--- config.mk ---
export PLATFORM = sky130hd
export DESIGN_NAME = sq_top
export DESIGN_NICKNAME = d
export VERILOG_FILES = /design/src/sq_pkg.sv /design/src/sq_pointer_ctrl.sv /design/src/sq_drain_fsm.sv /design/src/sq_entry_array.sv /design/src/sq_load_forward.sv /design/src/sq_top.sv
export VERILOG_INCLUDE_DIRS = /design/src
export SDC_FILE = /design/constraint.sdc
export NUM_CORES = 2
export LEC_CHECK = 0
export ABC_AREA = 1
export ABC_CLOCK_PERIOD_IN_PS = 15330
export BUFFER_PORTS_ARGS = -buffer_cell sky130_fd_sc_hd__buf_2
export CORE_MARGIN = 8
export CORE_UTILIZATION = 29
export CTS_CLUSTER_DIAMETER = 50
export DETAILED_ROUTE_END_ITERATION = 7
export SKIP_LAST_GASP = 1
export SYNTH_ARGS = -nofsm -noshare
export SYNTH_HDL_FRONTEND = slang
export SYNTH_SLANG_ARGS = --single-unit
export TNS_END_PERCENT = 5
--- constraint.sdc ---
create_clock -name clock -period 15.33 [get_ports clock]
set_input_delay 2.2995 -clock clock [delete_from_list [all_inputs] [get_ports clock]]
set_output_delay 2.2995 -clock clock [all_outputs]
set_load 0.005 [all_outputs]
--- src/sq_settings.svh ---
`ifndef SQ_SETTINGS_SVH
`define SQ_SETTINGS_SVH

// Queue depth must stay a power of two
`define SQ_DEPTH      8
`define SQ_IDX_BITS   3

// Occupancy and credit counters need one bit more than an index
`define SQ_CNT_BITS   4

// Address and data width
`define XLEN          32

// Free slots held back from dispatch
`define SQ_AF_MARGIN  1

`endif

--- src/sq_pkg.sv ---
`include "sq_settings.svh"

package sq_pkg;

    // Access size ordered so a wider size compares greater
    typedef enum logic [1:0] {
        BYTE = 2'h0,
        HALF = 2'h1,
        WORD = 2'h2
    } mem_size_t;

    // Memory function as carried by a store
    typedef struct packed {
        logic      is_unsigned;
        mem_size_t size;
    } mem_func_t;

    // Entry index that wraps naturally at the queue depth
    typedef logic [`SQ_IDX_BITS-1:0] sq_idx_t;

endpackage

--- src/sq_pointer_ctrl.sv ---
`include "sq_settings.svh"

module sq_pointer_ctrl (
    input  logic            clock,
    input  logic            reset,
    input  logic            alloc_fire,
    input  logic            free,
    output sq_pkg::sq_idx_t head,
    output sq_pkg::sq_idx_t tail,
    output logic            almost_full
);

    // Number of allocated entries not yet freed
    logic [`SQ_CNT_BITS-1:0] count;

    // Keeps occupancy at or below depth minus margin
    assign almost_full = count >= `SQ_CNT_BITS'(`SQ_DEPTH - `SQ_AF_MARGIN);

    always_ff @(posedge clock) begin
        if (reset) begin
            head  <= '0;
            tail  <= '0;
            count <= '0;
        end else begin
            // Pointers wrap through the index width
            if (alloc_fire) begin
                tail <= tail + 1'b1;
            end
            if (free) begin
                head <= head + 1'b1;
            end

            case ({alloc_fire, free})
                2'b10: begin
                    count <= count + 1'b1;
                end
                2'b01: begin
                    count <= count - 1'b1;
                end
                default: begin
                    // Occupancy unchanged on both or neither
                    count <= count;
                end
            endcase
        end
    end

endmodule

--- src/sq_drain_fsm.sv ---
`include "sq_settings.svh"

module sq_drain_fsm (
    input  logic clock,
    input  logic reset,
    input  logic commit,
    input  logic head_valid,
    input  logic head_ready,
    input  logic dc_accept,
    output logic dc_valid,
    output logic free,
    output logic sent
);

    typedef enum logic {
        IDLE    = 1'b0,
        REQUEST = 1'b1
    } state_t;

    state_t state;
    state_t state_next;

    // Stores committed by the ROB but not yet taken by the cache
    logic [`SQ_CNT_BITS-1:0] credit;
    logic                    head_eligible;

    assign head_eligible = (credit != '0) && head_valid && head_ready;

    // Request holds as a level until the cache accepts
    assign dc_valid = (state == REQUEST);
    assign free     = dc_valid && dc_accept;
    assign sent     = free;

    always_comb begin
        state_next = state;
        case (state)
            IDLE: begin
                if (head_eligible) begin
                    state_next = REQUEST;
                end
            end
            REQUEST: begin
                // Back-pressure just keeps the request up
                if (dc_accept) begin
                    state_next = IDLE;
                end
            end
            default: begin
                state_next = IDLE;
            end
        endcase
    end

    always_ff @(posedge clock) begin
        if (reset) begin
            state  <= IDLE;
            credit <= '0;
        end else begin
            state <= state_next;
            case ({commit, free})
                2'b10: begin
                    credit <= credit + 1'b1;
                end
                2'b01: begin
                    credit <= credit - 1'b1;
                end
                default: begin
                    credit <= credit;
                end
            endcase
        end
    end

endmodule

--- src/sq_entry_array.sv ---
`include "sq_settings.svh"

module sq_entry_array (
    input  logic                                          clock,
    input  logic                                          reset,
    input  sq_pkg::sq_idx_t                               head,
    input  sq_pkg::sq_idx_t                               tail,
    input  logic                                          alloc_fire,
    input  sq_pkg::mem_func_t                             alloc_func,
    input  logic                                          exec_valid,
    input  sq_pkg::sq_idx_t                               exec_idx,
    input  logic [`XLEN-1:0]                              exec_base,
    input  logic [11:0]                                   exec_imm,
    input  logic [`XLEN-1:0]                              exec_data,
    input  logic                                          free,
    output logic                                          head_valid,
    output logic                                          head_ready,
    output logic [`XLEN-1:0]                              head_addr,
    output sq_pkg::mem_func_t                             head_func,
    output logic [`XLEN-1:0]                              head_data,
    output sq_pkg::sq_idx_t                               ready_tail,
    output logic [`SQ_DEPTH-1:0]                          ent_valid,
    output logic [`SQ_DEPTH-1:0]                          ent_ready,
    output logic [`SQ_DEPTH*`XLEN-1:0]                    ent_addr,
    output logic [`SQ_DEPTH*$bits(sq_pkg::mem_func_t)-1:0] ent_func,
    output logic [`SQ_DEPTH*`XLEN-1:0]                    ent_data
);

    // Per-entry state
    logic [`SQ_DEPTH-1:0]                   valid_q;
    logic [`SQ_DEPTH-1:0]                   ready_q;
    logic [`SQ_DEPTH-1:0][`XLEN-1:0]        addr_q;
    logic [`SQ_DEPTH-1:0][`XLEN-1:0]        data_q;
    sq_pkg::mem_func_t [`SQ_DEPTH-1:0]      func_q;

    // Execute stage register
    logic                                   ex_valid;
    sq_pkg::sq_idx_t                        ex_idx;
    logic [`XLEN-1:0]                       ex_addr;
    logic [`XLEN-1:0]                       ex_data;
    logic [`XLEN-1:0]                       eff_addr;

    // Base plus sign-extended 12-bit offset
    assign eff_addr = exec_base + {{(`XLEN-12){exec_imm[11]}}, exec_imm};

    always_ff @(posedge clock) begin
        if (reset) begin
            valid_q  <= '0;
            ready_q  <= '0;
            ex_valid <= 1'b0;
        end else begin
            ex_valid <= exec_valid;
            if (alloc_fire) begin
                valid_q[tail] <= 1'b1;
                ready_q[tail] <= 1'b0;
            end
            // Entry turns ready one edge after the exec pulse
            if (ex_valid) begin
                ready_q[ex_idx] <= 1'b1;
            end
            if (free) begin
                valid_q[head] <= 1'b0;
                ready_q[head] <= 1'b0;
            end
        end
    end

    always_ff @(posedge clock) begin
        ex_idx  <= exec_idx;
        ex_addr <= eff_addr;
        ex_data <= exec_data;
        if (alloc_fire) begin
            func_q[tail] <= alloc_func;
        end
        if (ex_valid) begin
            addr_q[ex_idx] <= ex_addr;
            data_q[ex_idx] <= ex_data;
        end
    end

    // Oldest entry feeds the cache request
    assign head_valid = valid_q[head];
    assign head_ready = ready_q[head];
    assign head_addr  = addr_q[head];
    assign head_func  = func_q[head];
    assign head_data  = data_q[head];

    assign ent_valid = valid_q;
    assign ent_ready = ready_q;
    assign ent_addr  = addr_q;
    assign ent_func  = func_q;
    assign ent_data  = data_q;

    // Advance past the unbroken run of ready entries from head
    always_comb begin
        sq_pkg::sq_idx_t idx;
        logic            run;
        ready_tail = head;
        run        = 1'b1;
        for (int i = 0; i < `SQ_DEPTH; i++) begin
            idx = head + sq_pkg::sq_idx_t'(i);
            if (run && valid_q[idx] && ready_q[idx]) begin
                ready_tail = ready_tail + 1'b1;
            end else begin
                run = 1'b0;
            end
        end
    end

endmodule

--- src/sq_load_forward.sv ---
`include "sq_settings.svh"

module sq_load_forward (
    input  sq_pkg::sq_idx_t                               head,
    input  logic [`XLEN-1:0]                              ld_addr,
    input  sq_pkg::mem_func_t                             ld_func,
    input  sq_pkg::sq_idx_t                               ld_boundary,
    input  logic [`SQ_DEPTH-1:0]                          ent_valid,
    input  logic [`SQ_DEPTH*`XLEN-1:0]                    ent_addr,
    input  logic [`SQ_DEPTH*$bits(sq_pkg::mem_func_t)-1:0] ent_func,
    input  logic [`SQ_DEPTH*`XLEN-1:0]                    ent_data,
    input  logic [`SQ_DEPTH-1:0]                          ent_ready,
    output logic                                          fwd_valid,
    output logic [`XLEN-1:0]                              fwd_data
);

    logic [`SQ_DEPTH-1:0][`XLEN-1:0]   addr_v;
    logic [`SQ_DEPTH-1:0][`XLEN-1:0]   data_v;
    sq_pkg::mem_func_t [`SQ_DEPTH-1:0] func_v;

    assign addr_v = ent_addr;
    assign data_v = ent_data;
    assign func_v = ent_func;

    // Two naturally aligned accesses overlap when they agree at the coarser size
    function automatic logic overlaps(
        input logic [`XLEN-1:0] a_addr,
        input sq_pkg::mem_size_t a_size,
        input logic [`XLEN-1:0] b_addr,
        input sq_pkg::mem_size_t b_size
    );
        if (a_size == sq_pkg::WORD || b_size == sq_pkg::WORD) begin
            return a_addr[`XLEN-1:2] == b_addr[`XLEN-1:2];
        end else if (a_size == sq_pkg::HALF || b_size == sq_pkg::HALF) begin
            return a_addr[`XLEN-1:1] == b_addr[`XLEN-1:1];
        end
        return a_addr == b_addr;
    endfunction

    // Place store bytes in their memory lanes, zero elsewhere
    function automatic logic [`XLEN-1:0] realign(
        input logic [`XLEN-1:0] data,
        input logic [`XLEN-1:0] addr,
        input sq_pkg::mem_size_t size
    );
        logic [`XLEN-1:0] lanes;
        lanes = '0;
        case (size)
            sq_pkg::BYTE: lanes[8*addr[1:0] +: 8] = data[7:0];
            sq_pkg::HALF: lanes[16*addr[1] +: 16] = data[15:0];
            default:      lanes = data;
        endcase
        return lanes;
    endfunction

    // Oldest to youngest, so a later hit overrides an earlier one
    always_comb begin
        sq_pkg::sq_idx_t   idx;
        sq_pkg::mem_func_t s_func;
        logic              stop;
        logic              covers;
        fwd_valid = 1'b0;
        fwd_data  = '0;
        stop      = 1'b0;
        for (int i = 0; i < `SQ_DEPTH; i++) begin
            idx    = head + sq_pkg::sq_idx_t'(i);
            s_func = func_v[idx];
            stop   = stop || (idx == ld_boundary);
            covers = s_func.size >= ld_func.size;
            if (!stop && ent_valid[idx] && ent_ready[idx]
                    && overlaps(addr_v[idx], s_func.size, ld_addr, ld_func.size)) begin
                // Partial cover from the youngest overlap kills the forward
                fwd_valid = covers;
                fwd_data  = covers ? realign(data_v[idx], addr_v[idx], s_func.size) : '0;
            end
        end
    end

endmodule

--- src/sq_top.sv ---
`include "sq_settings.svh"

module sq_top (
    input  logic              clock,
    input  logic              reset,
    // Dispatch
    input  logic              alloc_valid,
    input  sq_pkg::mem_func_t alloc_func,
    output sq_pkg::sq_idx_t   alloc_idx,
    // Store unit
    input  logic              exec_valid,
    input  sq_pkg::sq_idx_t   exec_idx,
    input  logic [`XLEN-1:0]  exec_base,
    input  logic [11:0]       exec_imm,
    input  logic [`XLEN-1:0]  exec_data,
    // Reorder buffer
    input  logic              commit,
    output logic              sent,
    // Data cache
    output logic              dc_valid,
    output logic [`XLEN-1:0]  dc_addr,
    output sq_pkg::mem_func_t dc_func,
    output logic [`XLEN-1:0]  dc_data,
    input  logic              dc_accept,
    // Load side
    input  logic [`XLEN-1:0]  ld_addr,
    input  sq_pkg::mem_func_t ld_func,
    input  sq_pkg::sq_idx_t   ld_boundary,
    output logic              fwd_valid,
    output logic [`XLEN-1:0]  fwd_data,
    output sq_pkg::sq_idx_t   head,
    output sq_pkg::sq_idx_t   tail,
    output sq_pkg::sq_idx_t   ready_tail,
    output logic              almost_full
);

    logic                                          alloc_fire;
    logic                                          free;
    logic                                          head_valid;
    logic                                          head_ready;
    logic [`SQ_DEPTH-1:0]                          ent_valid;
    logic [`SQ_DEPTH-1:0]                          ent_ready;
    logic [`SQ_DEPTH*`XLEN-1:0]                    ent_addr;
    logic [`SQ_DEPTH*$bits(sq_pkg::mem_func_t)-1:0] ent_func;
    logic [`SQ_DEPTH*`XLEN-1:0]                    ent_data;

    // Dispatch dropped while almost full
    assign alloc_fire = alloc_valid && !almost_full;
    assign alloc_idx  = tail;

    sq_pointer_ctrl sq_pointer_ctrl_inst (
        .clock       (clock),
        .reset       (reset),
        .alloc_fire  (alloc_fire),
        .free        (free),
        .head        (head),
        .tail        (tail),
        .almost_full (almost_full)
    );

    sq_drain_fsm sq_drain_fsm_inst (
        .clock      (clock),
        .reset      (reset),
        .commit     (commit),
        .head_valid (head_valid),
        .head_ready (head_ready),
        .dc_accept  (dc_accept),
        .dc_valid   (dc_valid),
        .free       (free),
        .sent       (sent)
    );

    sq_entry_array sq_entry_array_inst (
        .clock      (clock),
        .reset      (reset),
        .head       (head),
        .tail       (tail),
        .alloc_fire (alloc_fire),
        .alloc_func (alloc_func),
        .exec_valid (exec_valid),
        .exec_idx   (exec_idx),
        .exec_base  (exec_base),
        .exec_imm   (exec_imm),
        .exec_data  (exec_data),
        .free       (free),
        .head_valid (head_valid),
        .head_ready (head_ready),
        .head_addr  (dc_addr),
        .head_func  (dc_func),
        .head_data  (dc_data),
        .ready_tail (ready_tail),
        .ent_valid  (ent_valid),
        .ent_ready  (ent_ready),
        .ent_addr   (ent_addr),
        .ent_func   (ent_func),
        .ent_data   (ent_data)
    );

    sq_load_forward sq_load_forward_inst (
        .head        (head),
        .ld_addr     (ld_addr),
        .ld_func     (ld_func),
        .ld_boundary (ld_boundary),
        .ent_valid   (ent_valid),
        .ent_addr    (ent_addr),
        .ent_func    (ent_func),
        .ent_data    (ent_data),
        .ent_ready   (ent_ready),
        .fwd_valid   (fwd_valid),
        .fwd_data    (fwd_data)
    );

endmodule

==> results.md <==
- The run finished with clean final reports.
- The number of placed instances, taps included, is 9374.
- The die outline area is 185000 µm².
- The floorplan row count is 152.
- The DRC violations left is 0.
- The number of enable-type register cells in the synthesized netlist is roughly 540.
- Of the synthesized area, sequential elements account for 0.364.
- The fraction of layout cells with a size suffix above 1 is 0.0738.
- For the pin with the worst max-slew slack, the measured transition is around 1.3 ns.
- The longest clock path from root to sink contains 3 buffers.
- The internal reg-to-reg setup slack is 11.86 ns.
- The classification of the worst-slack hold path is reg -> reg.
- In the synthesized netlist the async set-or-reset flop fraction comes to 0.
- For this block, the initial DRC count from the detailed router was 6984.
- Yosys printed 0 warnings.
- Of all nets on the critical path, the largest fanout is 234.
- The number of nets handed over by synthesis was roughly 7500.
- The floorplan step set the die width to 430 µm.
- By count the netlist is led by nand2_1 (2623), nand3_1 (1046), o21ai_0 (642).
- The number of filler cells placed in the layout is 18170.
- Detailed routing inserted a total of ~53000 vias.
- The clock insertion delay at the later pin of the skew report is 0.72 ns.
- The number of pins exceeding their max-slew limit in the final report came to 0.
- The portion of the clock cycle consumed by the worst path in the final layout is 0.702.
- After synthesis, the mean cell area works out to between 6 and 7 µm².
- The root cell of the clock tree is clkbuf_16.
- The worst path needs 10.76 ns of the cycle, external delays included.
- The port buffer count is around 240.
- The number of register bits inferred by synthesis is between 600 and 700.
- Once detailed placement completed, the half-perimeter wirelength came to 159000 µm.
- In this run the count of I/O pins placed on the die edge is 241.
- The post-detailed-route wirelength per cell is 22.9 µm.
- The count of nets after finishing is about 7500.
- The worst slew slack as a fraction of its limit is 0.0980.
- In this run the remaining antenna-violating nets after routing total 0.
- The initial antenna violation count is 29.
- The wire length of the first global-routing pass is 314000 µm.
- Gates resized during post-CTS repair numbered 0.
- After detailed routing, the total wire length is 219000 µm.
- The commonest register cell after synthesis is edfxtp_1.
- The routability congestion estimate is 1.04.
- The endpoint kind of the worst setup timing path is a primary output.
- Entering global routing, the biggest net connects 235 pins.
- The via count of the first global-routing pass was 46619.
- The via count normalized by instance count is 5.51.
- Clock-pin slew was measured on the worst setup and hold paths at 0.06 ns.
- In the post-synthesis netlist, the cell with the most instances is nand2_1.
- TritonCTS created 86 clock buffers.
- The synthesized instance count is 7285.
- The startpoint type of the worst setup path is a flip-flop.
- For this run, the total global-route usage over all layers was measured as 0.223.
- The standby leakage power is between 20 and 25 nW.
- In the post-synthesis netlist, the biggest area contributors are edfxtp_1 (32%), nand2_1 (20%), nand3_1 (11%).
- The summed negative setup slack over all endpoints is 0 ns.
- Hold repair after CTS inserted 0 buffers.
- Across the routed clock network, the largest skew measured is 0.0610 ns.
- The number of violations of the max-capacitance limit is 0.
- The number of iterations in the first detailed-routing pass is 6.
- The floorplan core area is 171000 µm².
- Setup repair after global routing left no endpoint under its margin.
- The final non-filler cell total is 9555.
- From synthesis to final layout, the design area changed by 11.5%.
- The endpoint arrival time on the critical path is 8.47 ns.
- The largest voltage drop on the vdd net is 0.0000744 V.
- Setup violations remaining at the end of the flow were counted as 0.
- The summed instance area of the synthesized netlist is 49700 µm².
- Derived from the worst setup path, the maximum achievable clock frequency is roughly 93 MHz.
- The count of endpoints failing hold in the final timing report came to 0.
- The TritonCTS clock tree is done.
- For this configuration, the core starts out at a cell density of 0.291.
- The total congestion overflow is 0.
- The critical path class is reg -> out.
- The count of clock tree sinks is 635.
- In this run, distinct cell masters in the synthesized netlist total 64.
- The die is 430 µm tall.
- The total power divided by cell area is 82.6 nW/µm².
- The area fraction of the dominant cell type after synthesis is 0.324.
- Data on the critical path is required at its endpoint by 13.03 ns.
- The setup fix buffers added after clock tree synthesis is 0.
- The number of H-tree branching levels is 3.
- The cell taking the most area after synthesis is edfxtp_1.
## sequential cells by signal, summed over array words and instances, names as in the netlist
register,flops
sq_entry_array_inst.ex_addr,32
sq_entry_array_inst.ex_valid,1
sq_drain_fsm_inst.credit,4
sq_entry_array_inst.ent_func,24
sq_entry_array_inst.ex_data,32
sq_entry_array_inst.ex_idx,3
sq_pointer_ctrl_inst.count,4
sq_pointer_ctrl_inst.tail,3
sq_entry_array_inst.ent_data,256
sq_entry_array_inst.ent_addr,256
sq_entry_array_inst.ent_ready,8
sq_entry_array_inst.ent_valid,8
sq_pointer_ctrl_inst.head,3
sq_drain_fsm_inst.dc_valid,1
## area by class of cell
class / count / area [µm²] / share of cell area
Sequential cell: 635 / 18100 / 0.326
Clock buffer: 111 / 2370 / 0.0427
Multi-Input combinational cell: 5735 / 28000 / 0.504
Tap cell: 2233 / 2790 / 0.0504
Clock inverter: 50 / 627 / 0.0113
Antenna cell: 20 / 50.0 / 0.000903
Timing Repair Buffer: 305 / 1740 / 0.0314
Inverter: 466 / 1790 / 0.0322
## final timing paths
kind | from | cells after the start | end
max reg2reg | sq_entry_array_inst.ex_valid | 3 | sq_entry_array_inst.ent_data[47]
min reg2reg | sq_pointer_ctrl_inst.count[0] | 1 | sq_pointer_ctrl_inst.count[0]
max | sq_pointer_ctrl_inst.head[0] | 22 | fwd_data[18]
min | sq_pointer_ctrl_inst.count[0] | 1 | sq_pointer_ctrl_inst.count[0]
## power by group
part | internal, mW | leakage (nW) | switching (mW) | total [mW]
clock network | 1.21 | 1.45 | 0.867 | 2.08
registers | 1.97 | 5.67 | 0.0743 | 2.05
logic | 0.123 | 17.2 | 0.330 | 0.453
## kinds of logic after synthesis
kind of cell	share of synthesized area
xor+xnor	0.0241
buf+inv	0.0766
simple gates	0.360
fa+ha+maj	0.0264
mux	0.0188
flops	0.364
compound gates	0.131
## cells in the final DEF, fill, tap and decap left out, types with 14 or more instances in the layout
master / n
a211oi_1: 46
a21oi_1: 211
a31oi_1: 61
buf_2: 239
buf_4: 62
clkbuf_1: 14
clkbuf_16: 87
clkinv_1: 20
dfxtp_1: 96
diode_2: 20
edfxtp_1: 536
ha_1: 98
inv_1: 422
inv_2: 20
mux2i_1: 92
nand2_1: 2623
nand3_1: 1046
nand4_1: 150
nor2_1: 309
nor3_1: 23
nor4_1: 15
o211ai_1: 53
o21a_1: 22
o21ai_0: 642
o21ai_1: 41
o22ai_1: 18
or2_2: 25
xnor2_1: 19
xor2_1: 112
## per-layer routing
layer / global-route usage / part of all wire / up-vias / wire [µm]
met1: 0.297 / 0.41 / 24726 / 89800
li1: - / - / 24604 / -
met4: 0.114 / 0.054 / 8 / 11900
met5: 0 / 0.00024 / - / 53
met2: 0.344 / 0.43 / 2822 / 95100
met3: 0.0429 / 0.10 / 446 / 22100
## through the flow
stage | hold WS (ns) | worst slack, ns | total power [mW] | area [µm²] | util
floorplan | 0.443 | 6.76 | 2.30 | 49700 | -
global placement | 0.465 | 5.44 | 2.51 | 52400 | 0.306
detailed placement | 0.470 | 5.47 | 2.52 | 52400 | 0.306
CTS | 0.482 | 4.67 | 4.59 | 55400 | 0.324
global route | 0.492 | 4.12 | 4.70 | 55400 | 0.324
finish | 0.486 | 4.57 | 4.58 | 55400 | 0.324
## critical path, cell delays in order (launching register included)
cell      delay (ns)
dfxtp_4         0.79
inv_16          0.35
ha_4            0.90
buf_4           0.76
buf_4           0.78
nand3_1         0.16
a21oi_1         0.19
a31oi_1         0.12
a211oi_1        0.69
nand2_1         0.10
nor2_1          0.19
nand3_1         0.15
nor2_4          0.72
inv_2           0.50
nand2_1         0.19
nand2_1         0.12
nand2_1         0.08
nand2_1         0.10
nand2_1         0.09
nand2_1         0.09
nand2_1         0.08
nand2_1         0.22
buf_2           0.22
(Power assumes the default switching activity.)
